--- config.mk ---
export PLATFORM = sky130hd
export DESIGN_NAME = scalu
export DESIGN_NICKNAME = d
export VERILOG_FILES = /design/src/source/cpu_types_pkg.sv /design/src/source/exec_bus_pkg.sv /design/src/source/scalu.sv
export SDC_FILE = /design/constraint.sdc
export NUM_CORES = 2
export LEC_CHECK = 0
export BUFFER_PORTS_ARGS = -buffer_cell sky130_fd_sc_hd__clkbuf_2
export CAP_MARGIN = 0
export CORE_UTILIZATION = 40
export DETAILED_ROUTE_END_ITERATION = 10
export SYNTH_ARGS = -nofsm -noshare
export SYNTH_HDL_FRONTEND = slang
export SYNTH_SLANG_ARGS = --single-unit
--- constraint.sdc ---
create_clock -name clk -period 18.6 [get_ports clk]
set_clock_uncertainty 0.2 [all_clocks]
set_input_delay 1.86 -clock clk [delete_from_list [all_inputs] [get_ports clk]]
set_output_delay 1.86 -clock clk [all_outputs]
set_load 0.02 [all_outputs]
--- src/source/cpu_types_pkg.sv ---
// Core widths and opcode encodings; opcodes with both top bits set are multi-cycle only
package cpu_types_pkg;

  localparam int ROBID_W = 8;
  localparam int PREG_W  = 6;
  localparam int WORD_W  = 32;
  localparam int OP_W    = 5;

  typedef logic [ROBID_W-1:0] robid_t;
  // Bit 5 set means a renamed destination that may wake dependents
  typedef logic [PREG_W-1:0]  preg_t;
  typedef logic [WORD_W-1:0]  word_t;
  typedef logic [OP_W-1:0]    op_t;

  // Single-cycle operations
  localparam op_t OP_ADD  = 5'b00000;
  localparam op_t OP_SUB  = 5'b00001;
  localparam op_t OP_AND  = 5'b00010;
  localparam op_t OP_OR   = 5'b00011;
  localparam op_t OP_XOR  = 5'b00100;
  localparam op_t OP_SLL  = 5'b00101;
  localparam op_t OP_SRL  = 5'b00110;
  localparam op_t OP_SLT  = 5'b00111;

  // Multi-cycle operations, mcalu only
  localparam op_t OP_MUL  = 5'b11000;
  localparam op_t OP_MULH = 5'b11001;

  localparam int RS_ENTRIES_DEFAULT = 8;
  localparam int MCALU_STAGES       = 3;

endpackage

--- src/source/exec_bus_pkg.sv ---
// Execute-cluster bus formats; multiplies are unsigned and SLT compares signed operands
package exec_bus_pkg;

  // Renamed operation from dispatch
  // A waiting operand holds the producer robid in its low bits
  typedef struct packed {
    cpu_types_pkg::op_t    op;
    cpu_types_pkg::robid_t robid;
    cpu_types_pkg::preg_t  rd;
    logic                  op1ready;
    cpu_types_pkg::word_t  op1;
    logic                  op2ready;
    cpu_types_pkg::word_t  op2;
  } dispatch_t;

  // Operation sent from the station to a unit
  typedef struct packed {
    cpu_types_pkg::op_t    op;
    cpu_types_pkg::robid_t robid;
    cpu_types_pkg::preg_t  rd;
    cpu_types_pkg::word_t  op1;
    cpu_types_pkg::word_t  op2;
  } issue_t;

  // Unit result and writeback bus
  typedef struct packed {
    logic                  valid;
    cpu_types_pkg::robid_t robid;
    cpu_types_pkg::preg_t  rd;
    cpu_types_pkg::word_t  result;
  } wb_t;

  // Reference evaluation of one operation
  function automatic cpu_types_pkg::word_t eval_op(input cpu_types_pkg::op_t op,
                                                   input cpu_types_pkg::word_t a,
                                                   input cpu_types_pkg::word_t b);
    logic [2*cpu_types_pkg::WORD_W-1:0] prod;
    prod = {{cpu_types_pkg::WORD_W{1'b0}}, a} * {{cpu_types_pkg::WORD_W{1'b0}}, b};
    case (op)
      cpu_types_pkg::OP_ADD:  return a + b;
      cpu_types_pkg::OP_SUB:  return a - b;
      cpu_types_pkg::OP_AND:  return a & b;
      cpu_types_pkg::OP_OR:   return a | b;
      cpu_types_pkg::OP_XOR:  return a ^ b;
      cpu_types_pkg::OP_SLL:  return a << b[4:0];
      cpu_types_pkg::OP_SRL:  return a >> b[4:0];
      cpu_types_pkg::OP_SLT:  return {{(cpu_types_pkg::WORD_W-1){1'b0}}, $signed(a) < $signed(b)};
      cpu_types_pkg::OP_MUL:  return prod[cpu_types_pkg::WORD_W-1:0];
      cpu_types_pkg::OP_MULH: return prod[2*cpu_types_pkg::WORD_W-1:cpu_types_pkg::WORD_W];
      default:                return '0;
    endcase
  endfunction

endpackage

--- src/source/scalu.sv ---
// Single-cycle ALU; expects only single-cycle ops and holds its result until granted
`timescale 1ns/1ps

module scalu (
  input  logic                 clk,
  input  logic                 rst,
  input  logic                 flush,
  input  logic                 issue_valid,
  input  exec_bus_pkg::issue_t issue,
  output logic                 stall,
  output exec_bus_pkg::wb_t    result,
  input  logic                 grant
);

  logic                  res_valid;
  cpu_types_pkg::robid_t res_robid;
  cpu_types_pkg::preg_t  res_rd;
  cpu_types_pkg::word_t  res_value;
  logic                  load;

  // Register free or its content leaving this cycle
  assign load  = ~res_valid | grant;
  assign stall = ~load;

  always_ff @(posedge clk) begin
    if (rst || flush) begin
      res_valid <= 1'b0;
    end else if (load) begin
      res_valid <= issue_valid;
    end
  end

  always_ff @(posedge clk) begin
    if (load && issue_valid) begin
      res_robid <= issue.robid;
      res_rd    <= issue.rd;
      res_value <= exec_bus_pkg::eval_op(issue.op, issue.op1, issue.op2);
    end
  end

  assign result.valid  = res_valid;
  assign result.robid  = res_robid;
  assign result.rd     = res_rd;
  assign result.result = res_value;

endmodule

# ---- Word-level counts from Yosys, hierarchy flattened
# Cells that the tools add are included.
dict set report totals {
  regBits 47
  input_bits 88
  out_inout_bits 48
  wordCells 29
}
dict set report op_classes {
  n_addsub 2
  multipliers 1
  order_cmp 1
  eq_ne 9
  shifts 2
  mux 1
  n_bitwise 6
  reduce_logical 3
}
# op count
set op_table {}
lappend op_table {{case mux 32 bit (10 select lines)} 1}
lappend op_table {{multiplier 32 x 32 -> 64 bit} 1}
lappend op_table {{adder 32 bit} 1}
lappend op_table {{bitwise AND 32 bit} 1}
lappend op_table {{less-than comparator 32 bit} 1}
lappend op_table {{bitwise OR 32 bit} 1}
lappend op_table {{left shift 32 x 5 -> 32 bit} 1}
lappend op_table {{right shift 32 x 5 -> 32 bit} 1}
lappend op_table {{subtractor 32 bit} 1}
lappend op_table {{XOR 32 bit} 1}
lappend op_table {{equality test 5 x 3 -> 1 bit, second input constant} 4}
lappend op_table {{equality test 5 x 2 -> 1 bit, second input constant} 2}
lappend op_table {{equality test 5 bit, second input constant} 2}
lappend op_table {{equality test 5 x 1 -> 1 bit, second input constant} 1}
lappend op_table {{zero test 5 bit} 1}
lappend op_table {{inverter 1 bit} 2}
lappend op_table {{logical AND 1 bit} 1}
lappend op_table {{logical OR 1 bit} 1}
lappend op_table {{bitwise OR 1 bit} 1}

# ---- Logic depth before layout (Yosys ltp)
dict set report depth {
  word_depth 3
  depth_mapped 31
  ltp_nobuf 27
}

# ---- Least setup slack after synthesis
# Ideal clock, no wire load.
dict set report synth_path {
  kind {input to register}
  start {input port issue[2] in the netlist's numbering}
  end {register res_value[17], data pin}
  setup_time_ns 0.272
  arrival_time_ns 9.403
  required_time_ns 18.128
  path_slack_ns 8.726
  path_stages 27
  n_path_buf 5
  cell_sequence {clkbuf_1 clkbuf_1 clkbuf_1 buf_1 nand2_1 fa_1 inv_1 fa_1 inv_1 fa_1 fa_1 inv_1 fa_1 fa_1 fa_1 fa_1 ha_1 buf_2 nand3_1 or3_1 o221a_2 o21a_1 o21ba_1 and2_1 xor2_1 o32ai_1 or4_1}
}
dict set report synth_via {
  elab_chain_len 2
  word_cells_on_any_way 6
  classes_between {2 x add/sub; 1 x mul; 2 x shift; 1 x mux}
}
# item line_no
set synth_lines {}
lappend synth_lines {{start, declared} scalu.sv:9} ;# input exec_bus_pkg::issue_t issue,
lappend synth_lines {{multiplier 32 x 32 -> 64 bit (tied with other cells)} exec_bus_pkg.sv:38} ;# prod = {{cpu_types_pkg::WORD_W{1'b0}}, a} * {{cpu_types_pkg::WORD_W{1'b0}}, b};
lappend synth_lines {{case mux 32 bit (10 select lines) (*)} exec_bus_pkg.sv:39} ;# case (op)
lappend synth_lines {{end signal, assigned} scalu.sv:37} ;# res_value <= exec_bus_pkg::eval_op(issue.op, issue.op1, issue.op2);
lappend synth_lines {{end, declared} scalu.sv:18} ;# cpu_types_pkg::word_t res_value;
# Mark *: on every way between the ends. The rest lies on a longest branch, timed or not.
# A chain may end at the register's enable or synchronous reset.

# ---- Worst setup path after layout
dict set report layout_path {
  start {input port issue[54] in the netlist's numbering}
  end {register res_value[25], data pin}
}
# The elaborated chain is that of the path after synthesis.

==> flow_metrics.tcl <==
set metrics [dict create \
    status "finished clean" \
    overflow 0 \
    start_kind "primary input" \
    cts_tree "built" \
    min_period_ps 10960 \
    syn_nets 6414 \
    drt_wl_total_microns 180300 \
    cp_max_fo 22 \
    critical-path-max-stage-delay_ps 980 \
    dp_cells 6362 \
    avgSynthCellArea_sq_um 8.289 \
    hold_path_startpoint "res_valid" \
    holdWs_ps 477.0 \
    worstMarginPinSlew_ps 1214 \
    cts_num_sinks 47 \
    grt_first_pass_wirelength_microns 263800 \
    cts_root_buf "clkbuf_16" \
    syn_inst 5067 \
    worst_hold_path_type "flop to flop" \
    tns_ps 0 \
    drtIter0Drc 4434 \
    crit_top_cell "fa_1" \
    area_delta_synth_final_pct 4.776 \
    fmaxAchievable_ghz 0.09121 \
    yosysWarnings 0 \
    slew_violations 0 \
    grt_pass1_vias 38250 \
    drc 0 \
    timing.final.ws_setup_ps 7636 \
    portBuffers 135 \
    wl_per_cell_microns 28.28 \
    drt-pass1-iter-count 9 \
    hpwl_microns 142300 \
    gp_congestion 1.063 \
    antenna_left 0 \
    crit_type "primary input to flop" \
    num_vias 37410 \
    cts_setup_buffers 0 \
    critPathBufInv 6 \
    via_per_inst 5.868 \
    fp.dieH_microns 326.0 \
    clk_pin_slew_ps 100 \
    cts_buffers 5 \
    clk_latency_ps 310 \
    num_io_pins 136 \
    critPathLaunch "issue[54]" \
    start_util_pct 40.46 \
    synth-seq-cells 47 \
    htreeDepth 2 \
    synthArstFlopShare_pct 0 \
    crit_slowest_cell "a221oi_1" \
    synth.distinct_cells 113 \
    crit_arrival_ps 10850 \
    period_share_pct 58.95 \
    core_area_sq_mm 0.1038 \
    antenna_found_initial 7 \
    rsz0062_at_grt "false" \
    max-slew-margin-rel_pct 19.05 \
    fill_cells 10600 \
    setup_viol 0 \
    pre_cts_ws_ps 7475 \
    synth_area_sq_mm 0.04200 \
    die_area_sq_mm 0.1063 \
    drive_gt1_share_pct 6.693 \
    chipWidth_microns 326.0 \
    cpLargestDelayFamily "compound AO/OA/AOI/OAI gates" \
    synth_seq_area_share_pct 3.337 \
    instances_no_fill 6375 \
    postCtsHoldBufs 0 \
    grt_max_degree 60 \
    crit_path_end_kind "flop" \
    finalHoldViolCount 0 \
    drv_cap 0 \
    grt_usage_pct 33.95 \
    cp_data_required_time_ps 18480 \
    cts_buffer_depth 2 \
    fp-row-count 118 \
    reg2reg_from "res_valid" \
    ys.flop_type "edfxtp_1" \
    cts-resized-gates 0 \
    synth-edff-count 46 \
    finalNetCount 6336 \
]
## cells in the mapped netlist, drive strengths merged, types with 10 or more instances
library cell	count	area share, %
inv	955	8.5
fa	897	43
nor2	777	7.0
nand2	559	5.0
ha	362	11
clkbuf	218	2.1
o21ai	188	2.2
a21oi	184	2.2
buf	109	1.2
mux2i	66	1.6
xnor2	48	1.0
a211oi	47	0.88
nor3	47	0.58
edfxtp	46	3.3
a21o	37	0.66
nand4	36	0.54
nand2b	28	0.42
nand3	28	0.35
o211ai	27	0.48
xor2	23	0.48
o21bai	22	0.39
or3	20	0.31
a31oi	18	0.32
nor2b	18	0.27
nor4	18	0.28
o21a	18	0.32
o31ai	18	0.38
o22ai	17	0.25
a221oi	16	0.33
a222oi	15	0.36
and2	14	0.21
and3	14	0.21
clkinv	14	0.13
o221ai	14	0.32
mux4	12	0.64
a22oi	10	0.18
mux2	10	0.27
o2111ai	10	0.22
## path summary, 6_finish.rpt
| path | to | cells past startpoint | slack, ps |
|---|---|---|---|
| worst max-delay path | res_value[25] | 25 | 7640 |
| worst min-delay path | res_valid | 3 | 480 |
| worst max register to register | res_value[7] | 3 | 16430 |
| worst min register to register | res_valid | 3 | 480 |
## flip-flops by register name, indices dropped and copies added (netlist names)
signal     flops
res_rd         6
res_robid      8
res_valid      1
res_value     32
## logic make-up (layout without fill, tap and decap cells)
| logic type | after synthesis | count (layout) | synth area share (%) |
|---|---|---|---|
| and+or+nand+nor | 1590 | 1590 | 15.73 |
| adders and majority gates | 1259 | 1259 | 53.54 |
| buffers and inverters | 1297 | 1220 | 12.02 |
| muxes | 88 | 88 | 2.485 |
| DFF | 47 | 47 | 3.337 |
| xor gates and xnor gates | 71 | 71 | 1.481 |
| other | 0 | 5 | 0 |
| AOI/OAI and AO/OA | 715 | 715 | 11.41 |
## metrics by stage
stage | cell area (sq um) | utilization (%)
after floorplan | 42000 | -
after global placement | 43840 | 42.24
after detailed placement | 43840 | 42.24
after CTS | 43990 | 42.38
after global routing | 43990 | 42.38
final | 44000 | 42.40
## layer usage
metal	routed length (microns)	global-route usage [%]	vias to the layer above
met3	17490	5.846	376
li1	-	-	15640
met4	8090	11.99	6
met5	40	0	-
met1	74380	47.48	19310
met2	80300	52.82	2079
## tightest hold or removal path, cell delays in order (launching register included)
cell and delay (ps):
dfxtp_1 310, nor2b_1 170, nor2_1 110, nor3_1 50
## final cells by class
type	instances	area, sq um	area share (%)
Clock inverter	3	28.78	0.06540
Clock buffer	5	125.1	0.2843
Sequential cell	47	1401	3.185
Antenna cell	5	12.51	0.02843
Multi-Input combinational cell	3723	35580	80.86
Tap cell	1380	1727	3.924
Inverter	969	3637	8.266
Timing Repair Buffer	243	1491	3.389
## cells in the final DEF, fill, tap and decap left out, drive strengths merged, types with 15 or more instances in the layout
| cell type | netlist | layout |
|---|---|---|
| nand2 | 559 | 559 |
| o21a | 18 | 18 |
| xnor2 | 48 | 48 |
| or3 | 20 | 20 |
| nor2 | 777 | 777 |
| fa | 897 | 897 |
| o22ai | 17 | 17 |
| o21ai | 188 | 188 |
| mux2i | 66 | 66 |
| nand2b | 28 | 28 |
| buf | 109 | 110 |
| a21oi | 184 | 184 |
| xor2 | 23 | 23 |
| nand3 | 28 | 28 |
| o211ai | 27 | 27 |
| clkbuf | 218 | 138 |
| o31ai | 18 | 18 |
| a21o | 37 | 37 |
| edfxtp | 46 | 46 |
| nor4 | 18 | 18 |
| a211oi | 47 | 47 |
| inv | 955 | 958 |
| nor3 | 47 | 47 |
| o21bai | 22 | 22 |
| a222oi | 15 | 15 |
| ha | 362 | 362 |
| nand4 | 36 | 36 |
| a221oi | 16 | 16 |
| a31oi | 18 | 18 |
| nor2b | 18 | 18 |
Power is left out: the tool's default activity adds up to more than one toggle a clock period on the data nets, which glitch-free logic cannot reach.
