`config.mk`:
```
export PLATFORM = sky130hd
export DESIGN_NAME = exers
export DESIGN_NICKNAME = d
export VERILOG_FILES = /design/src/source/cpu_types_pkg.sv /design/src/source/exec_bus_pkg.sv /design/src/source/exers.sv
export SDC_FILE = /design/constraint.sdc
export NUM_CORES = 1
export LEC_CHECK = 0
export BUFFER_PORTS_ARGS = -buffer_cell sky130_fd_sc_hd__buf_2
export CORE_MARGIN = 10
export CORE_UTILIZATION = 66
export DETAILED_ROUTE_END_ITERATION = 10
export HOLD_SLACK_MARGIN = 0.06
export PLACE_DENSITY = 0.86
export SLEW_MARGIN = 15
export SYNTH_ARGS = -nofsm -noshare
export SYNTH_HDL_FRONTEND = slang
export SYNTH_SLANG_ARGS = --single-unit
```
`constraint.sdc`:
```
create_clock -name clk -period 19.6 [get_ports clk]
set_input_delay 5.88 -clock clk [delete_from_list [all_inputs] [get_ports clk]]
set_output_delay 5.88 -clock clk [all_outputs]
set_load 0.03 [all_outputs]
```
`src/source/cpu_types_pkg.sv`:
```
// Core widths and opcode encodings; opcodes with both top bits set are multi-cycle only
package cpu_types_pkg;

  localparam int ROBID_W = 8;
  localparam int PREG_W  = 6;
  localparam int WORD_W  = 32;
  localparam int OP_W    = 5;

  typedef logic [ROBID_W-1:0] robid_t;
  // Bit 5 set means a renamed destination that may wake dependents
  typedef logic [PREG_W-1:0]  preg_t;
  typedef logic [WORD_W-1:0]  word_t;
  typedef logic [OP_W-1:0]    op_t;

  // Single-cycle operations
  localparam op_t OP_ADD  = 5'b00000;
  localparam op_t OP_SUB  = 5'b00001;
  localparam op_t OP_AND  = 5'b00010;
  localparam op_t OP_OR   = 5'b00011;
  localparam op_t OP_XOR  = 5'b00100;
  localparam op_t OP_SLL  = 5'b00101;
  localparam op_t OP_SRL  = 5'b00110;
  localparam op_t OP_SLT  = 5'b00111;

  // Multi-cycle operations, mcalu only
  localparam op_t OP_MUL  = 5'b11000;
  localparam op_t OP_MULH = 5'b11001;

  localparam int RS_ENTRIES_DEFAULT = 8;
  localparam int MCALU_STAGES       = 3;

endpackage

```
`src/source/exec_bus_pkg.sv`:
```
// Execute-cluster bus formats; multiplies are unsigned and SLT compares signed operands
package exec_bus_pkg;

  // Renamed operation from dispatch
  // A waiting operand holds the producer robid in its low bits
  typedef struct packed {
    cpu_types_pkg::op_t    op;
    cpu_types_pkg::robid_t robid;
    cpu_types_pkg::preg_t  rd;
    logic                  op1ready;
    cpu_types_pkg::word_t  op1;
    logic                  op2ready;
    cpu_types_pkg::word_t  op2;
  } dispatch_t;

  // Operation sent from the station to a unit
  typedef struct packed {
    cpu_types_pkg::op_t    op;
    cpu_types_pkg::robid_t robid;
    cpu_types_pkg::preg_t  rd;
    cpu_types_pkg::word_t  op1;
    cpu_types_pkg::word_t  op2;
  } issue_t;

  // Unit result and writeback bus
  typedef struct packed {
    logic                  valid;
    cpu_types_pkg::robid_t robid;
    cpu_types_pkg::preg_t  rd;
    cpu_types_pkg::word_t  result;
  } wb_t;

  // Reference evaluation of one operation
  function automatic cpu_types_pkg::word_t eval_op(input cpu_types_pkg::op_t op,
                                                   input cpu_types_pkg::word_t a,
                                                   input cpu_types_pkg::word_t b);
    logic [2*cpu_types_pkg::WORD_W-1:0] prod;
    prod = {{cpu_types_pkg::WORD_W{1'b0}}, a} * {{cpu_types_pkg::WORD_W{1'b0}}, b};
    case (op)
      cpu_types_pkg::OP_ADD:  return a + b;
      cpu_types_pkg::OP_SUB:  return a - b;
      cpu_types_pkg::OP_AND:  return a & b;
      cpu_types_pkg::OP_OR:   return a | b;
      cpu_types_pkg::OP_XOR:  return a ^ b;
      cpu_types_pkg::OP_SLL:  return a << b[4:0];
      cpu_types_pkg::OP_SRL:  return a >> b[4:0];
      cpu_types_pkg::OP_SLT:  return {{(cpu_types_pkg::WORD_W-1){1'b0}}, $signed(a) < $signed(b)};
      cpu_types_pkg::OP_MUL:  return prod[cpu_types_pkg::WORD_W-1:0];
      cpu_types_pkg::OP_MULH: return prod[2*cpu_types_pkg::WORD_W-1:cpu_types_pkg::WORD_W];
      default:                return '0;
    endcase
  endfunction

endpackage

```
`src/source/exers.sv`:
```
// Reservation station; RS_ENTRIES must be a power of two and flush drops a same-cycle dispatch
`timescale 1ns/1ps

module exers #(
  parameter int RS_ENTRIES = cpu_types_pkg::RS_ENTRIES_DEFAULT
) (
  input  logic                    clk,
  input  logic                    rst,
  input  logic                    flush,

  // Dispatch side
  input  logic                    dispatch_write,
  input  exec_bus_pkg::dispatch_t dispatch,
  output logic                    dispatch_stall,

  // Shared issue bus and per-unit strobes
  output exec_bus_pkg::issue_t    issue,
  output logic                    scalu_issue,
  output logic                    mcalu_issue,
  input  logic                    scalu_stall,
  input  logic                    mcalu_stall,

  // Writeback for operand wakeup
  input  exec_bus_pkg::wb_t       wb
);

  localparam int IDX_W = (RS_ENTRIES > 1) ? $clog2(RS_ENTRIES) : 1;

  logic [RS_ENTRIES-1:0]   rs_valid;
  exec_bus_pkg::dispatch_t rs_entry [RS_ENTRIES];
  logic [RS_ENTRIES-1:0]   rs_ready;

  logic [IDX_W-1:0] issue_idx;
  logic [IDX_W-1:0] free_idx;
  logic [IDX_W-1:0] insert_idx;
  logic             any_ready;
  logic             rs_full;
  logic             is_sc_op;
  logic             issued;
  logic             accept;

  // Capture a writeback result into any operand waiting on its tag
  function automatic exec_bus_pkg::dispatch_t wake(input exec_bus_pkg::dispatch_t e,
                                                   input exec_bus_pkg::wb_t w);
    exec_bus_pkg::dispatch_t r;
    logic                    hit;
    r   = e;
    hit = w.valid & w.rd[5];
    if (hit && !e.op1ready && (e.op1[cpu_types_pkg::ROBID_W-1:0] == w.robid)) begin
      r.op1ready = 1'b1;
      r.op1      = w.result;
    end
    if (hit && !e.op2ready && (e.op2[cpu_types_pkg::ROBID_W-1:0] == w.robid)) begin
      r.op2ready = 1'b1;
      r.op2      = w.result;
    end
    return r;
  endfunction

  always_comb begin
    for (int i = 0; i < RS_ENTRIES; i++) begin
      rs_ready[i] = rs_valid[i] & rs_entry[i].op1ready & rs_entry[i].op2ready;
    end
  end

  // Lowest ready entry and lowest free slot
  always_comb begin
    any_ready = 1'b0;
    issue_idx = '0;
    free_idx  = '0;
    for (int i = RS_ENTRIES - 1; i >= 0; i--) begin
      if (rs_ready[i]) begin
        any_ready = 1'b1;
        issue_idx = IDX_W'(i);
      end
      if (!rs_valid[i]) begin
        free_idx = IDX_W'(i);
      end
    end
  end

  assign rs_full = &rs_valid;

  // Issue bus straight from the selected entry
  always_comb begin
    issue.op    = rs_entry[issue_idx].op;
    issue.robid = rs_entry[issue_idx].robid;
    issue.rd    = rs_entry[issue_idx].rd;
    issue.op1   = rs_entry[issue_idx].op1;
    issue.op2   = rs_entry[issue_idx].op2;
  end

  // Multi-cycle ops have both top opcode bits set
  assign is_sc_op = ~&rs_entry[issue_idx].op[cpu_types_pkg::OP_W-1:cpu_types_pkg::OP_W-2];

  // scalu first for single-cycle ops, mcalu takes anything
  assign scalu_issue = any_ready & is_sc_op & ~scalu_stall;
  assign mcalu_issue = any_ready & ~scalu_issue & ~mcalu_stall;
  assign issued      = scalu_issue | mcalu_issue;

  // When full, the slot freed by this cycle's issue takes the new op
  assign insert_idx     = rs_full ? issue_idx : free_idx;
  assign dispatch_stall = rs_full & ~issued;
  assign accept         = dispatch_write & ~dispatch_stall;

  always_ff @(posedge clk) begin
    if (rst || flush) begin
      rs_valid <= '0;
    end else begin
      if (issued) begin
        rs_valid[issue_idx] <= 1'b0;
      end
      // Insertion last so a reused slot stays valid
      if (accept) begin
        rs_valid[insert_idx] <= 1'b1;
      end
    end
  end

  always_ff @(posedge clk) begin
    for (int i = 0; i < RS_ENTRIES; i++) begin
      rs_entry[i] <= wake(rs_entry[i], wb);
    end
    // Incoming op also sees this cycle's writeback
    if (accept) begin
      rs_entry[insert_idx] <= wake(dispatch, wb);
    end
  end

endmodule

```
* Yosys cells after proc, flatten, opt, wreduce, memory -nomap -nowiden
Memory sizes are Yosys's and may differ from the RTL's.
Cells that the tools add are included.
** Word-level totals
- Bits in registers :: 8
- Memories kept :: 1
- Bits of input ports :: 138
- Memory bits (writable) :: 680
- Logic and storage cells :: 170
** Memories
- rs_entry :: depth 8, width 85, rd ports 9, clocked after Yosys merged registers in 0, wr ports 9, RTL line exers.sv:30 : exec_bus_pkg::dispatch_t rs_entry [RS_ENTRIES];
** Operators by class
- Order comparisons :: 4
- Mux-type cells :: 54
- Reduce and logical (&&, ||, !) cells :: 60
- Equal/unequal tests :: 18
- Bitwise logic cells :: 32
** Operators with widths (number)
- $mux W33 :: 20
- $eq A8 B8 Y1 :: 18
- $mux W3 :: 17
- $logic_and A1 B1 Y1 :: 38
- $mux W8 :: 3
- $and A1 B1 Y1 :: 23
- $logic_not A1 Y1 :: 19
- $mux W1 :: 12
- $and A8 B8 Y8 :: 1
- $lt A3 B4 Y1 const B :: 2
- $not A8 Y8 :: 1
- $or A8 B8 Y8 :: 1
- $reduce_and A8 Y1 :: 1
- $demux W1 S3 :: 2
- $ge A3 B1 Y1 const B :: 2
- $not A1 Y1 :: 5
- $reduce_and A2 Y1 :: 1
- $logic_or A1 B1 Y1 :: 1
- $or A1 B1 Y1 :: 1

* Depth between registers and ports, before layout
An unclocked memory read counts as a cell.
- Depth in word-level cells :: 25
- Mapped depth :: 14
- Depth with buffers taken out :: 10

* Worst setup path after synthesis
Ideal clock, no wire load.
- Path type :: in2out
- Start point :: in scalu_stall
- End point :: out mcalu_issue
- Stages on the path :: 3
- Slack :: 6.933 ns
- Arrival time :: 6.787 ns
- Path buffers :: 0
- Cells stage by stage :: inv_1 o31a_2 a211oi_1
** Between the ends
- Cells in the longest elaborated chain, start to end :: 5
** RTL lines
- start: declaration :: RTL line exers.sv:20 : input logic scalu_stall,
- $not A1 Y1 :: RTL line exers.sv:97 : assign scalu_issue = any_ready & is_sc_op & ~scalu_stall;
- $and A1 B1 Y1 :: RTL line exers.sv:97
- $not A1 Y1 :: RTL line exers.sv:98 : assign mcalu_issue = any_ready & ~scalu_issue & ~mcalu_stall;
- $and A1 B1 Y1 (2 in a row) :: RTL line exers.sv:98
- end: declaration :: RTL line exers.sv:19 : output logic mcalu_issue,
No other way between the ends.

* Worst setup path in the final report
- Start point :: in scalu_stall
- End point :: out dispatch_stall
** Between the ends
- Cells in the longest elaborated chain, start to end :: 8
** RTL lines
- $not A1 Y1 * :: RTL line exers.sv:97
- $and A1 B1 Y1 * :: RTL line exers.sv:97
- $not A1 Y1 :: RTL line exers.sv:98
- $and A1 B1 Y1 (2 in a row) :: RTL line exers.sv:98
- $or A1 B1 Y1 * :: RTL line exers.sv:99 : assign issued = scalu_issue | mcalu_issue;
- $not A1 Y1 * :: RTL line exers.sv:103 : assign dispatch_stall = rs_full & ~issued;
- $and A1 B1 Y1 * :: RTL line exers.sv:103
- end: declaration :: RTL line exers.sv:14 : output logic dispatch_stall,
Every way passes the cells marked *; elsewhere a longest branch is shown, timed or not.

==> summary.md <==
| Metric | Value |
|---|---|
| Via count | `24,100` |
| I/O pin total | `224` |
| Status | `complete, no violations` |
| Syn avg cell area | `13.2 um^2` |
| R2r setup slk | `13.67 ns` |
| All-Layer GR Usage | `33.5%` |
| Worst-case reg-to-reg path depth | `10` |
| Crit end category | `output port` |
| FP Rows | `83` |
| Hold wc startpoint | `rs_valid[1]$_SDFF_PP0_` |
| Post-CTS Repair Setup Buffers | `0` |
| Hold buffer count at cts | `0` |
| H-tree Lvls | `3` |
| Critical path startpoint category | `input pin` |
| TritonCTS clock tree | `built` |
| Largest net degree at the start of global routing | `64` |
| Wire length per cell | `30.1 um` |
| Mapped Area | `0.0341 mm^2` |
| Final hold violation count | `0` |
| Hold path cells | `2` |
| Remaining DRCs | `0` |
| RSZ-0062 raised after global routing | `no` |
| Synth cell types | `58` |
| Clk_lat worst skew | `0.63 ns` |
| Post-synthesis sequential area ratio | `60.3%` |
| Clock Tree Buf Depth | `3` |
| Worst hold path class | `reg2reg` |
| Syn Inst Count | `2,583` |
| Total gr overflow | `0` |
| Top_reg_cell synth | `edfxtp_1` |
| Die Y | `247 um` |
| Multi-input gate area | `0.0127 mm^2` |
| #FFs+latches synth | `688` |
| Synth Warn # | `0` |
| Worst Hold Endpoint | `rs_valid[1]$_SDFF_PP0_` |
| Final Max Slew Viols | `0` |
| Worst Clk Skew | `0.0304 ns` |
| Most common cell after layout, fill and taps aside | `edfxtp_1` |
| RR Endpoint | `rs_entry[5][12]$_DFFE_PP_` |
| Achievable Freq | `77.1 MHz` |
| Peak VDD IR | `0.0000698 V` |
| Number of antenna violations at the first check in global routing | `17` |
| Arrival time worst endpoint | `7.10 ns` |
| Fillers | `3,041` |
| Reg area | `0.0206 mm^2` |
| HPWL after detailed placement | `60,600 um` |
| Leak Pwr | `13.0 nW` |
| First-pass GRT wire length | `152,000 um` |
| Number of global-route vias before repair | `24,100` |
| Worst slew pin tran | `1.25 ns` |
| Cells after DPL | `3,324` |
| Post-route cell area | `0.0380 mm^2` |
| Core box area | `0.0512 mm^2` |
| Cell Area, Placed | `0.0357 mm^2` |
| Die Wd | `247 um` |
| Post-route ant nets | `0` |
| Area Growth Syn to Fin | `11.4%` |
| Setup TNS | `0 ns` |
| Global placement routability congestion | `0.972` |
| Net Count, Synth | `2,721` |
| Post-synthesis async set-or-reset flop share | `0%` |
| CTS Sinks | `688` |
| Tcrit/Tclk final | `66.2%` |
| CTS resizes | `0` |
| Port Buffers | `218` |
| Drt total wl | `104,000 um` |
| Relative slew slack | `16.4%` |
| FF-to-FF Start | `rs_entry[0][32]$_SDFFCE_PN1P_` |
| Clock tree root driver cell | `clkbuf_16` |
| # nets final | `2,854` |
| Via density | `6.96` |
| Die ar. | `0.0612 mm^2` |
| Initial core utilization | `66.6%` |
| Cts bufs inserted | `70` |
| Fraction of layout cells with a size suffix above 1 | `31.7%` |
| Post-synth EDFFs | `680` |
| First-pass DRT Iterations | `6` |
| Endpoints failing setup | `0` |
| Clock transition at path regs | `0.07 ns` |
| Max-cap viol count | `0` |
| Starting DRT DRC Count | `3,626` |
| Minimum clock period | `12.98 ns` |
| CP Max Fanout | `21` |
| Most frequent cells in the layout | `680 x edfxtp_1, 455 x mux2_2, 376 x nand2_1` |
| P per Cell Area | `84.0 mW/mm^2` |
| Worst Path Required | `13.72 ns` |
| Crit Path Category | `in2out` |
| Final Non-Filler Cells | `3,468` |
[synth_stat cells (3+ instances only)]
| library cell | instances | area (um^2) |
|---|---|---|
| a21oi_1 | 179 | 896 |
| a221oi_1 | 16 | 140 |
| a22o_1 | 30 | 263 |
| a22oi_1 | 101 | 758 |
| a31o_2 | 3 | 26.3 |
| a31oi_1 | 5 | 31.3 |
| and3_1 | 8 | 50.1 |
| buf_1 | 29 | 109 |
| buf_2 | 36 | 180 |
| buf_6 | 17 | 191 |
| clkbuf_1 | 126 | 473 |
| dfxtp_1 | 8 | 160 |
| edfxtp_1 | 680 | 20400 |
| inv_1 | 12 | 45.0 |
| mux2_1 | 57 | 642 |
| mux2_2 | 455 | 5120 |
| mux2i_1 | 11 | 110 |
| nand2_1 | 389 | 1460 |
| nand3_1 | 61 | 305 |
| nand4_1 | 26 | 163 |
| nor2_1 | 51 | 191 |
| nor3_1 | 12 | 60.1 |
| nor3_2 | 7 | 70.1 |
| nor3b_4 | 5 | 93.8 |
| nor4_1 | 19 | 119 |
| o211ai_1 | 5 | 37.5 |
| o21ai_0 | 10 | 50.1 |
| o221ai_1 | 9 | 78.8 |
| o31ai_1 | 6 | 45.0 |
| o41ai_1 | 5 | 43.8 |
| or3_1 | 3 | 18.8 |
| or4_1 | 27 | 203 |
| xnor2_1 | 86 | 753 |
| xor2_1 | 58 | 508 |
[final cells by class]
class,count,share of cell area (%)
antenna,16,0.105
clock buffer,80,4.77
clock inverter,48,1.12
inverter,13,0.135
multi-input combinational,1674,33.6
sequential,688,54.2
tap,680,2.24
timing repair buffer,269,3.88
[stage by stage]
stage	hold slack (ns)	utilization, %	worst slack [ns]	power [W]
after detailed placement	0.516	69.7	6.63	0.00190
after global routing	0.552	74.1	6.58	0.00326
final	0.537	74.2	6.62	0.00319
after floorplan	0.479	-	6.93	0.00182
after CTS	0.528	74.1	6.62	0.00318
after global placement	0.500	69.7	6.64	0.00189
[worst max path at each step]
stage,startpoint,to,slack [ns],cells past startpoint
2_1_floorplan,scalu_stall,mcalu_issue,6.93,3
3_3_place_gp,scalu_stall,dispatch_stall,6.64,6
3_5_place_dp,scalu_stall,dispatch_stall,6.63,6
4_1_cts,scalu_stall,dispatch_stall,6.62,6
5_1_grt,mcalu_stall,dispatch_stall,6.58,5
6_report,scalu_stall,dispatch_stall,6.62,6
[critical path, stage by stage]
cell,delay [ns]
buf_2,0.07
inv_1,0.03
o31a_2,0.13
a31o_4,0.28
inv_4,0.38
buf_2,0.32
[flip-flops by register name, summed over array words and instances (netlist names)]
signal    flops
rs_entry    680
rs_valid      8
[routing by layer]
metal,wire [um],vias up,track usage (%)
met4,5520,14,18.0
met1,35800,11800,42.5
met3,14300,388,8.60
li1,-,10000,-
met2,48800,1947,52.3
met5,102,-,0
[cells by family after synthesis]
| family | Yosys count | share of synthesized area [%] |
|---|---|---|
| xor+xnor | 144 | 3.70 |
| simple gates | 620 | 8.33 |
| mux | 523 | 17.2 |
| flops | 688 | 60.3 |
| compound gates | 387 | 7.45 |
| buf+inv | 221 | 2.95 |
[power by group]
| part | total [W] | internal [W] | switching, W |
|---|---|---|---|
| clock | 0.00131 | 0.000737 | 0.000576 |
| combinational | 0.000232 | 0.0000893 | 0.000143 |
| sequential | 0.00165 | 0.00164 | 0.00000710 |
Power figures use the tool's default switching activity.
