[src/source/cpu_types_pkg.sv]
// Core widths and opcode encodings; opcodes with both top bits set are multi-cycle only
package cpu_types_pkg;

  localparam int ROBID_W = 8;
  localparam int PREG_W  = 6;
  localparam int WORD_W  = 32;
  localparam int OP_W    = 5;

  typedef logic [ROBID_W-1:0] robid_t;
  // Bit 5 set means a renamed destination that may wake dependents
  typedef logic [PREG_W-1:0]  preg_t;
  typedef logic [WORD_W-1:0]  word_t;
  typedef logic [OP_W-1:0]    op_t;

  // Single-cycle operations
  localparam op_t OP_ADD  = 5'b00000;
  localparam op_t OP_SUB  = 5'b00001;
  localparam op_t OP_AND  = 5'b00010;
  localparam op_t OP_OR   = 5'b00011;
  localparam op_t OP_XOR  = 5'b00100;
  localparam op_t OP_SLL  = 5'b00101;
  localparam op_t OP_SRL  = 5'b00110;
  localparam op_t OP_SLT  = 5'b00111;

  // Multi-cycle operations, mcalu only
  localparam op_t OP_MUL  = 5'b11000;
  localparam op_t OP_MULH = 5'b11001;

  localparam int RS_ENTRIES_DEFAULT = 8;
  localparam int MCALU_STAGES       = 3;

endpackage

[src/source/exec_bus_pkg.sv]
// Execute-cluster bus formats; multiplies are unsigned and SLT compares signed operands
package exec_bus_pkg;

  // Renamed operation from dispatch
  // A waiting operand holds the producer robid in its low bits
  typedef struct packed {
    cpu_types_pkg::op_t    op;
    cpu_types_pkg::robid_t robid;
    cpu_types_pkg::preg_t  rd;
    logic                  op1ready;
    cpu_types_pkg::word_t  op1;
    logic                  op2ready;
    cpu_types_pkg::word_t  op2;
  } dispatch_t;

  // Operation sent from the station to a unit
  typedef struct packed {
    cpu_types_pkg::op_t    op;
    cpu_types_pkg::robid_t robid;
    cpu_types_pkg::preg_t  rd;
    cpu_types_pkg::word_t  op1;
    cpu_types_pkg::word_t  op2;
  } issue_t;

  // Unit result and writeback bus
  typedef struct packed {
    logic                  valid;
    cpu_types_pkg::robid_t robid;
    cpu_types_pkg::preg_t  rd;
    cpu_types_pkg::word_t  result;
  } wb_t;

  // Reference evaluation of one operation
  function automatic cpu_types_pkg::word_t eval_op(input cpu_types_pkg::op_t op,
                                                   input cpu_types_pkg::word_t a,
                                                   input cpu_types_pkg::word_t b);
    logic [2*cpu_types_pkg::WORD_W-1:0] prod;
    prod = {{cpu_types_pkg::WORD_W{1'b0}}, a} * {{cpu_types_pkg::WORD_W{1'b0}}, b};
    case (op)
      cpu_types_pkg::OP_ADD:  return a + b;
      cpu_types_pkg::OP_SUB:  return a - b;
      cpu_types_pkg::OP_AND:  return a & b;
      cpu_types_pkg::OP_OR:   return a | b;
      cpu_types_pkg::OP_XOR:  return a ^ b;
      cpu_types_pkg::OP_SLL:  return a << b[4:0];
      cpu_types_pkg::OP_SRL:  return a >> b[4:0];
      cpu_types_pkg::OP_SLT:  return {{(cpu_types_pkg::WORD_W-1){1'b0}}, $signed(a) < $signed(b)};
      cpu_types_pkg::OP_MUL:  return prod[cpu_types_pkg::WORD_W-1:0];
      cpu_types_pkg::OP_MULH: return prod[2*cpu_types_pkg::WORD_W-1:cpu_types_pkg::WORD_W];
      default:                return '0;
    endcase
  endfunction

endpackage

[src/source/wb_arbiter.sv]
// Writeback arbiter; fixed priority to scalu so mcalu waits while scalu holds a result
`timescale 1ns/1ps

module wb_arbiter (
  input  exec_bus_pkg::wb_t scalu_result,
  input  exec_bus_pkg::wb_t mcalu_result,
  output logic              scalu_grant,
  output logic              mcalu_grant,
  output exec_bus_pkg::wb_t wb
);

  // scalu wins any cycle it has a result
  assign scalu_grant = scalu_result.valid;

  // mcalu only when scalu is idle
  assign mcalu_grant = ~scalu_result.valid & mcalu_result.valid;

  // Idle mcalu result carries valid low, so the bus goes quiet
  always_comb begin
    if (scalu_grant) begin
      wb = scalu_result;
    end else begin
      wb = mcalu_result;
    end
  end

endmodule

[config.mk]
export PLATFORM = sky130hd
export DESIGN_NAME = wb_arbiter
export DESIGN_NICKNAME = d
export VERILOG_FILES = /design/src/source/cpu_types_pkg.sv /design/src/source/exec_bus_pkg.sv /design/src/source/wb_arbiter.sv
export SDC_FILE = /design/constraint.sdc
export NUM_CORES = 1
export LEC_CHECK = 0
export BUFFER_PORTS_ARGS = -buffer_cell sky130_fd_sc_hd__buf_2
export CAP_MARGIN = 20
export CORE_MARGIN = 4
export CORE_UTILIZATION = 22
export DETAILED_ROUTE_END_ITERATION = 7
export GPL_ROUTABILITY_DRIVEN = 0
export PLACE_DENSITY_LB_ADDON = 0.1
export SETUP_SLACK_MARGIN = 0.2
export SYNTH_ARGS = -nofsm -noshare
export SYNTH_HDL_FRONTEND = slang
export SYNTH_SLANG_ARGS = --single-unit
[constraint.sdc]
create_clock -name vclk -period 1.1
set_input_delay 0.275 -clock vclk [all_inputs]
set_output_delay 0.275 -clock vclk [all_outputs]
set_load 0.1 [all_outputs]
[Yosys cells after proc, flatten, opt, wreduce, memory -nomap -nowiden]
Index checks and enable logic that the tools add are counted.
Widths: inputs -> output; s select.
Storage, ports and cells
  register bits after elaboration: 0
  input bits: 94
  output and inout bits: 49
  logic and storage cells: 3
Operators by class
  mux-type cells: 1
  bitwise operators: 2
Operators by type and width (count)
  $mux 47: 1
  $and 1x1->1: 1
  $not 1->1: 1

[Longest topological paths before layout]
Gate-level depths: netlist of run 1.
  depth after elaboration: 2
  mapped depth: 3
  gate-level depth less buffers: 1

[Least setup slack after synthesis of run 1]
No wires, ideal clock.
  path kind: input to output
  start: input scalu_result[46] in the netlist's numbering
  end: output mcalu_grant
  arrival: 1.891 ns
  data required time: 0.825 ns
  setup slack: -1.066 ns
  stages on the path: 3
  path buffers: 2
  cell sequence: buf_6 buf_6 nor2b_1
On the way
  cells in the longest elaborated chain, start to end: 2
RTL lines
  start: declaration: RTL line wb_arbiter.sv:5  | input exec_bus_pkg::wb_t scalu_result,
  $not 1->1: RTL line wb_arbiter.sv:16  | assign mcalu_grant = ~scalu_result.valid & mcalu_result.valid;
  $and 1x1->1: RTL line wb_arbiter.sv:16
  end: declaration: RTL line wb_arbiter.sv:8  | output logic mcalu_grant,
No other way between the ends.

==> results.tsv, run 1 <==
stage	metric	value	unit
final_layout	layout cell share with drive strength beyond 1	100	%
floorplanning	initial core utilization	23.3	%
synth	Synthesized Nets	148	
sta	final worst path period share	123	%
detailed_routing	Final ANT Viol Nets	0	
final_layout	top library cells by usage in the layout, fill and taps aside	sky130_fd_sc_hd__buf_2 (93), sky130_fd_sc_hd__buf_12 (51), sky130_fd_sc_hd__mux2_4 (46), sky130_fd_sc_hd__buf_16 (5)	
floorplanning	Top Ports	143	
detailed_routing	number of detailed-routing iterations run before antenna repair	4	
detailed_routing	via/cell ratio	4.72	
grt	total track usage	19.5	%
detailed_routing	number of vias after detailed routing	1100	
final_layout	clock buffer instance count of the final layout	0	
detailed_routing	first-iteration detailed-routing DRC count	30	
synth	share of the yosys chip area belonging to registers	0	%
placed_design	total half-perimeter wirelength after legalization and detailed placement	3380	um
sta	count of final max-slew check failures	0	
power_and_ir_drop	maximum ir drop on the vdd rail	0.000811	V
run_status	result of the run	finished, violations left	
worst_setup_path	endpoint arrival time on the critical path	1.08	ns
power_and_ir_drop	Power per Cell Area	923	nW/um^2
sta	final period demand of the worst path	1.35	ns
grt	first-pass GRT wire length	6230	um
final_layout	sequential cell area	0	um^2
synth	synth warn	0	
grt	via count of the first global-routing pass	1188	
clocking	cts-stage hold buffer count	0	
sta	setup slack after layout	-0.252	ns
detailed_routing	DRC violations left	0	
final_layout	most common cell after layout, fill and taps aside	sky130_fd_sc_hd__buf_2	
worst_hold_path	worst min-delay path class	in -> out	
sta	relative max-transition margin	91.9	%
worst_setup_path	Critical Path End Type	output pin	
flow_run	max cap viols	0	
worst_setup_path	source of the critical timing path	scalu_result[46]	
worst_setup_path	cell type group with the largest total delay on the critical path	buffers and inverters	
synth	Post-Syn Area	649	um^2
synth	Syn Inst Count	54	
sta	unrepaired setup endpoints after global routing	yes	
grt	maximum number of pins on one net before global-route repair	14	
placed_design	IO buf count	143	
sta	fmax	0.739	GHz
worst_setup_path	Max FO, Critical Path	8	
power_and_ir_drop	leakage	1.34	nW
worst_setup_path	CP required	0.82	ns
floorplanning	chip height	62.3	um
final_layout	Antenna diodes	0	
floorplanning	Chip Width	62.3	um
synth	Unique masters post-synth	7	
floorplanning	die footprint	3890	um^2
placed_design	worst setup slack after placement	-0.380	ns
worst_hold_path	start point of the worst min-delay path	scalu_result[35]	
worst_setup_path	nature of the critical path startpoint	input port	
run_status	violated checks	negative setup slack	
worst_setup_path	critical path cell sequence	buf_16, clkbuf_16, mux2_4, buf_12	
worst_setup_path	Worst path slowest cell	sky130_fd_sc_hd__mux2_4	
sta	setup violation total in the final timing report	49	
floorplanning	floorplan row count	19	
grt	number of antenna violations at the first check in global routing	0	
final_layout	post-route core utilization	88.3	%
sta	Worst Max-Slew Pin Slew	0.122	ns
grt	GR Overflow Total	0	
final_layout	fillcell total	134	
detailed_routing	total wire length	4490	um
final_layout	Synth-to-Final Area Change	278	%
worst_setup_path	stage delay of the slowest cell on the critical path	0.31	ns
floorplanning	Placeable Area	2780	um^2
synth	mean instance size in the synthesized netlist	12.0	um^2
final_layout	final-stage net count	298	
detailed_routing	average wire per standard cell	19.3	um
sta	Fin. Hold Viols	0	
worst_setup_path	total buffers and inverters traversed by the critical path	3	
final_layout	sequential cell count of the final layout	0	
worst_setup_path	Setup CP Type	in -> out	
[final cells by class]
class / count / area, um^2 / share of cell area (%)
Multi-Input combinational cell: 48 / 713 / 29.0
Timing Repair Buffer: 154 / 1700 / 69.4
Tap cell: 31 / 38.8 / 1.58
[worst min-delay path, cell delays in order]
cell and delay (ns):
sky130_fd_sc_hd__buf_2 0.07, sky130_fd_sc_hd__mux2_4 0.14, sky130_fd_sc_hd__buf_12 0.16
[cell usage after synthesis]
master | count | area (um^2)
sky130_fd_sc_hd__mux2_2 | 28 | 315
sky130_fd_sc_hd__mux2_4 | 18 | 270
sky130_fd_sc_hd__buf_6 | 3 | 33.8
sky130_fd_sc_hd__buf_2 | 2 | 10.0
sky130_fd_sc_hd__buf_4 | 1 | 7.51
sky130_fd_sc_hd__nor2b_1 | 1 | 6.26
sky130_fd_sc_hd__or2_2 | 1 | 6.26
[final timing paths]
path,to,slack [ns],depth (start not counted)
max,wb[7],-0.25,4
min,wb[35],0.93,3
[per-layer routing]
metal  GRT usage, %  routed length (um)
met5              0                   0
met4           3.98                 129
met3           8.65                 610
met2           37.2                2240
met1           19.2                1510
[power by group]
| part | switching, mW | internal, mW |
|---|---|---|
| Clock | 0 | 0 |
| Combinational | 1.33 | 0.935 |
| Sequential | 0 | 0 |
| Total | 1.33 | 0.935 |
[logic make-up (layout without fill, tap and decap cells)]
group,after synthesis,after routing,synth area share [%]
and+or+nand+nor,2,2,1.93
buffers and inverters,6,154,7.90
muxes,46,46,90.2
[per-stage QoR]
step / total power [mW] / setup TNS [ns] / instance area [um^2] / cells / hold slack, ns
2_1_floorplan: 1.35 / -4.18 / 782 / 54 / 0.754
3_3_place_gp: 2.13 / -14.51 / 2220 / 225 / 0.918
3_5_place_dp: 2.16 / -15.17 / 2220 / 225 / 0.928
4_1_cts: 2.24 / -10.78 / 2380 / 229 / 0.930
5_1_grt: 2.32 / -11.95 / 2460 / 233 / 0.942
6_report: 2.27 / -11.11 / 2460 / 233 / 0.934
[repair_timing]
action / in CTS / in global routing
gates resized for setup: 17 / 2
endpoints found under the setup margin: 49 / 49
endpoints found under the hold margin: 0 / 0
cloned: 4 / 2
setup buffers: 0 / 2
Note: power is estimated with default switching activity, not from simulation.
==> run 2, diff against run 1 <==
--- a/config.mk
+++ b/config.mk
@@ -11,6 +11,7 @@
 export CORE_UTILIZATION = 22
 export DETAILED_ROUTE_END_ITERATION = 7
 export GPL_ROUTABILITY_DRIVEN = 0
+export GPL_TIMING_DRIVEN = 0
 export PLACE_DENSITY_LB_ADDON = 0.1
 export SETUP_SLACK_MARGIN = 0.2
 export SYNTH_ARGS = -nofsm -noshare
==> constraint.sdc (replaced) <==
create_clock -name vclk -period 1.1
set_input_delay 0.055 -clock vclk [all_inputs]
set_output_delay 0.055 -clock vclk [all_outputs]
set_load 0.1 [all_outputs]
==> run 2 against run 1 <==
The run now ends clean. Non-clock buffer count is 5 lower. Sequential cell count did not move. Routed wire length shrank 34%. Critical path depth is the same. First-iteration DRC count grew 40%. Count of clock-buffer cells in the layout unchanged.
==> results.tsv, run 2 (synthesis gave the netlist of run 1 again) <==
stage	metric	value	unit	change
grt	total track usage	13.9	%	-5.6 points
worst_setup_path	Worst Setup EP	wb[46]		
detailed_routing	average wire per standard cell	13.0	um	-32%
sta	setup TNS after final layout	0	ns	+11.11 ns
final_layout	final standard cell count with taps included and fillers excluded	228		-2.1%
final_layout	area of all placed cells without fillers	1660	um^2	-32%
worst_setup_path	Max FO, Critical Path	11		+3
final_layout	post-route core utilization	59.7	%	-29 points
worst_setup_path	Critical Path End Type	output pin		
detailed_routing	first-iteration detailed-routing DRC count	42		+40%
worst_setup_path	Worst path slowest cell	sky130_fd_sc_hd__or2_2		
final_layout	area of the multi-input gates	606	um^2	-15%
floorplanning	chip height	62.3	um	unchanged
placed_design	Cell Area, Placed	1410	um^2	-37%
sta	setup violation total in the final timing report	0		-100%
sta	Worst Max-Slew Pin Slew	0.495	ns	+0.373 ns
power_and_ir_drop	total power draw	1.72	mW	-24%
final_layout	Antenna diodes	0		unchanged
sta	final period demand of the worst path	0.884	ns	-0.469 ns
final_layout	sequential cell area	0	um^2	unchanged
floorplanning	floorplan row count	19		unchanged
final_layout	top library cells by usage in the layout, fill and taps aside	sky130_fd_sc_hd__buf_2 (102), sky130_fd_sc_hd__mux2_2 (28), sky130_fd_sc_hd__buf_4 (24), sky130_fd_sc_hd__mux2_4 (18), sky130_fd_sc_hd__buf_6 (14)		
worst_setup_path	critical path cell sequence	buf_12, buf_12, or2_2, buf_6		
detailed_routing	Final ANT Viol Nets	0		unchanged
floorplanning	initial core utilization	23.3	%	unchanged
sta	WHS	0.498	ns	-0.436 ns
final_layout	most common cell after layout, fill and taps aside	sky130_fd_sc_hd__buf_2		
grt	first-pass GRT wire length	4770	um	-23%
worst_setup_path	cell with the most instances on the worst path	sky130_fd_sc_hd__buf_12		
sta	fmax	1.13	GHz	+53%
final_layout	fillcell total	237		+77%
worst_setup_path	stage delay of the slowest cell on the critical path	0.30	ns	about the same
floorplanning	die footprint	3890	um^2	unchanged
floorplanning	Chip Width	62.3	um	unchanged
worst_hold_path	worst min-delay path class	in -> out		
final_layout	clock buffer instance count of the final layout	0		unchanged
worst_setup_path	nature of the critical path startpoint	input port		
power_and_ir_drop	Power per Cell Area	1040	nW/um^2	+12%
run_status	result of the run	complete, no violations		
sta	unrepaired setup endpoints after global routing	yes		
detailed_routing	DRC violations left	0		unchanged
worst_setup_path	endpoint arrival time on the critical path	0.83	ns	-0.25 ns
worst_setup_path	source of the critical timing path	scalu_result[46]		
final_layout	final-stage net count	293		-1.7%
sta	relative max-transition margin	67.2	%	-25 points
placed_design	total half-perimeter wirelength after legalization and detailed placement	2510	um	-26%
power_and_ir_drop	leakage	0.949	nW	-29%
grt	number of antenna violations at the first check in global routing	0		unchanged
sta	setup slack after layout	0.216	ns	+0.469 ns
placed_design	number of placed instances, taps included	227		+0.89%
worst_setup_path	CP required	1.04	ns	+0.22 ns
final_layout	layout cell share with drive strength beyond 1	100	%	unchanged
sta	count of final max-slew check failures	0		unchanged
sta	Fin. Hold Viols	0		unchanged
flow_run	max cap viols	0		unchanged
clocking	cts-stage hold buffer count	0		unchanged
worst_setup_path	Setup CP Type	in -> out		
sta	final worst path period share	80.3	%	-43 points
detailed_routing	number of detailed-routing iterations run before antenna repair	4		unchanged
placed_design	IO buf count	142		-0.70%
floorplanning	Placeable Area	2780	um^2	unchanged
detailed_routing	total wire length	2970	um	-34%
detailed_routing	number of vias after detailed routing	1023		-7.0%
grt	maximum number of pins on one net before global-route repair	12		-2
power_and_ir_drop	maximum ir drop on the vdd rail	0.000801	V	-1.2%
grt	via count of the first global-routing pass	1100		-7.4%
final_layout	sequential cell count of the final layout	0		unchanged
detailed_routing	via/cell ratio	4.49		-5.0%
clocking	number of buffers inserted by post-CTS setup repair	0		unchanged
floorplanning	Top Ports	143		unchanged
final_layout	Synth-to-Final Area Change	156	%	
grt	GR Overflow Total	0		unchanged
placed_design	worst setup slack after placement	0.0596	ns	+0.439 ns
## run 2: routing by layer
layer | part of all wire (%) | vias to the layer above | global-route usage [%]
li1 | - | 488 | -
met4 | 1.1 | 0 | 1.59
met5 | 0 | - | 0
met1 | 29 | 449 | 13.0
met2 | 56 | 82 | 30.2
met3 | 13 | 4 | 2.88
## run 2: area by class of cell
| class | count | area share (%) |
|---|---|---|
| timing repair buffer | 143 | 56.2 |
| multi-input combinational | 48 | 36.5 |
| buffer | 6 | 4.97 |
| tap | 31 | 2.34 |
## run 2: repair_timing
action                                  in CTS  in global routing
cloned                                       1                  0
pin swaps                                    0                  0
gates resized for setup                     70                  4
endpoints found under the setup margin      40                  4
## run 2: where the power goes
group | internal [mW] | switching [mW] | leakage [nW]
Clock | 0 | 0 | 0
Combinational | 0.512 | 1.21 | 0.949
Sequential | 0 | 0 | 0
## run 2: worst min path at each step
stage,from,end,cells past startpoint
final,scalu_result[46],scalu_grant,2
after global routing,scalu_result[46],scalu_grant,2
after CTS,scalu_result[46],scalu_grant,2
after detailed placement,scalu_result[46],scalu_grant,2
after global placement,scalu_result[46],scalu_grant,2
after floorplan,mcalu_result[46],mcalu_grant,1
## run 2: critical path: cells and delay by family
kind                   cells  cell delay [ns]
AND/OR/NAND/NOR            1             0.30
buffers and inverters      3             0.47
==> run 3, diff against run 2 <==
==> constraint.sdc (replaced) <==
create_clock -name vclk -period 0.8
set_input_delay 0.04 -clock vclk [all_inputs]
set_output_delay 0.04 -clock vclk [all_outputs]
set_load 0.1 [all_outputs]
==> run 3 against run 2 <==
The flow now finishes with violations (negative setup slack). Sequential cell count is the same. Cell count grew 1.3%. Routed wire length grew 26%. Design area grew 41%. Combinational power grew 76%.
==> results.tsv, run 3 (synthesis gave the netlist of run 1 again) <==
stage	metric	value	unit	change
sta	relative max-transition margin	68.0	%	+0.77 points
power_and_ir_drop	Power per Cell Area	1290	nW/um^2	+25%
detailed_routing	number of detailed-routing iterations run before antenna repair	3		-1
floorplanning	floorplan row count	19		unchanged
worst_setup_path	nature of the critical path startpoint	input port		
worst_setup_path	total stage count of the critical path	4		unchanged
final_layout	Antenna diodes	0		unchanged
worst_setup_path	critical path cell sequence	buf_12, buf_12, mux2_4, buf_12		
placed_design	Cell Area, Placed	1530	um^2	+8.9%
flow_run	max cap viols	0		unchanged
worst_setup_path	Setup CP Type	in -> out		
sta	count of final max-slew check failures	0		unchanged
run_status	result of the run	finished, violations left		
worst_setup_path	source of the critical timing path	scalu_result[46]		
sta	unrepaired setup endpoints after global routing	yes		
grt	via count of the first global-routing pass	1184		+7.6%
worst_setup_path	Max FO, Critical Path	10		-1
detailed_routing	first-iteration detailed-routing DRC count	25		-40%
grt	number of antenna violations at the first check in global routing	0		unchanged
worst_setup_path	total buffers and inverters traversed by the critical path	3		unchanged
final_layout	final standard cell count with taps included and fillers excluded	231		+1.3%
worst_hold_path	count of cells along the worst hold path	3		+1
sta	final worst path period share	103	%	
detailed_routing	number of vias after detailed routing	1051		+2.7%
detailed_routing	total wire length	3750	um	+26%
sta	final period demand of the worst path	0.827	ns	
worst_setup_path	CP required	0.76	ns	-0.28 ns
placed_design	IO buf count	142		unchanged
power_and_ir_drop	total power draw	3.02	mW	+76%
clocking	cts-stage hold buffer count	0		unchanged
sta	setup violation total in the final timing report	20		+20
worst_setup_path	Worst path slowest cell	sky130_fd_sc_hd__mux2_4		
worst_setup_path	Critical Path End Type	output pin		
final_layout	final-stage net count	296		+1.0%
final_layout	post-route core utilization	84.2	%	+24 points
detailed_routing	via/cell ratio	4.55		+1.4%
power_and_ir_drop	maximum ir drop on the vdd rail	0.000993	V	+24%
grt	total track usage	17.5	%	+3.6 points
final_layout	area of all placed cells without fillers	2340	um^2	+41%
floorplanning	Placeable Area	2780	um^2	unchanged
grt	GR Overflow Total	0		unchanged
sta	setup slack after layout	-0.0270	ns	-0.243 ns
final_layout	most common cell after layout, fill and taps aside	sky130_fd_sc_hd__buf_2		
worst_hold_path	start point of the worst min-delay path	mcalu_result[46]		
sta	fmax	1.21	GHz	
floorplanning	initial core utilization	23.3	%	unchanged
final_layout	clock buffer instance count of the final layout	0		unchanged
worst_setup_path	endpoint arrival time on the critical path	0.79	ns	-0.04 ns
final_layout	sequential cell count of the final layout	0		unchanged
power_and_ir_drop	leakage	1.29	nW	+36%
detailed_routing	average wire per standard cell	16.2	um	+25%
detailed_routing	Final ANT Viol Nets	0		unchanged
worst_setup_path	cell type group with the largest total delay on the critical path	buffers and inverters		
floorplanning	Chip Width	62.3	um	unchanged
sta	Fin. Hold Viols	0		unchanged
floorplanning	chip height	62.3	um	unchanged
final_layout	sequential cell area	0	um^2	unchanged
grt	first-pass GRT wire length	5750	um	+20%
sta	Worst Max-Slew Pin Slew	0.484	ns	-0.0116 ns
floorplanning	Top Ports	143		unchanged
placed_design	number of placed instances, taps included	227		unchanged
detailed_routing	DRC violations left	0		unchanged
final_layout	top library cells by usage in the layout, fill and taps aside	sky130_fd_sc_hd__buf_2 (94), sky130_fd_sc_hd__buf_12 (53), sky130_fd_sc_hd__mux2_4 (46), sky130_fd_sc_hd__buf_4 (4)		
worst_setup_path	cell with the most instances on the worst path	sky130_fd_sc_hd__buf_12		
grt	maximum number of pins on one net before global-route repair	11		-1
floorplanning	die footprint	3890	um^2	unchanged
placed_design	total half-perimeter wirelength after legalization and detailed placement	2640	um	+5.4%
final_layout	Synth-to-Final Area Change	261	%	
sta	setup TNS after final layout	-0.331	ns	-0.331 ns
run_status	violated checks	negative setup slack		
final_layout	layout cell share with drive strength beyond 1	100	%	unchanged
worst_setup_path	stage delay of the slowest cell on the critical path	0.32	ns	+0.02 ns
worst_hold_path	worst min-delay path class	in -> out		
==> run 3: cell count changes in the layout (fill, tap and decap cells not counted), sizes merged <==
cell	previous run	this run
buf	149	152
==> run 3: layout make-up <==
cell class / count / area (um^2)
Buffer: 6 / 108
Fill cell: 128 / 440
Multi-Input combinational cell: 48 / 713
Tap cell: 31 / 38.8
Timing Repair Buffer: 146 / 1480
==> run 3: what timing repair did <==
action,in CTS,in global routing
setup endpoints to repair,48,48
setup buffers,2,1
resized for setup,202,1
cloned,1,0
==> run 3: report_power, final <==
part           internal [mW]  switching (mW)  total (mW)
clock network              0               0           0
logic                   1.23            1.79        3.02
registers                  0               0           0
==> run 3: stage by stage <==
| stage | setup slack [ns] | hold WS (ns) |
|---|---|---|
| after floorplan | -0.0333 | 0.284 |
| after global placement | -0.175 | 0.466 |
| after detailed placement | -0.176 | 0.465 |
| after CTS | -0.0208 | 0.448 |
| after global routing | -0.0348 | 0.471 |
| final | -0.0270 | 0.458 |
==> run 3: per-layer routing <==
metal  vias up  GRT usage [%]  routed length, um
met5         -              0                  0
met4         0          0.531                  8
met3         2           5.77                463
met2        80           37.2               2130
met1       473           16.5               1150
li1        496              -                  -
==> run 3: worst paths after layout <==
kind                     end  slack (ns)
worst max-delay path  wb[28]       -0.03
worst min-delay path  wb[46]        0.46
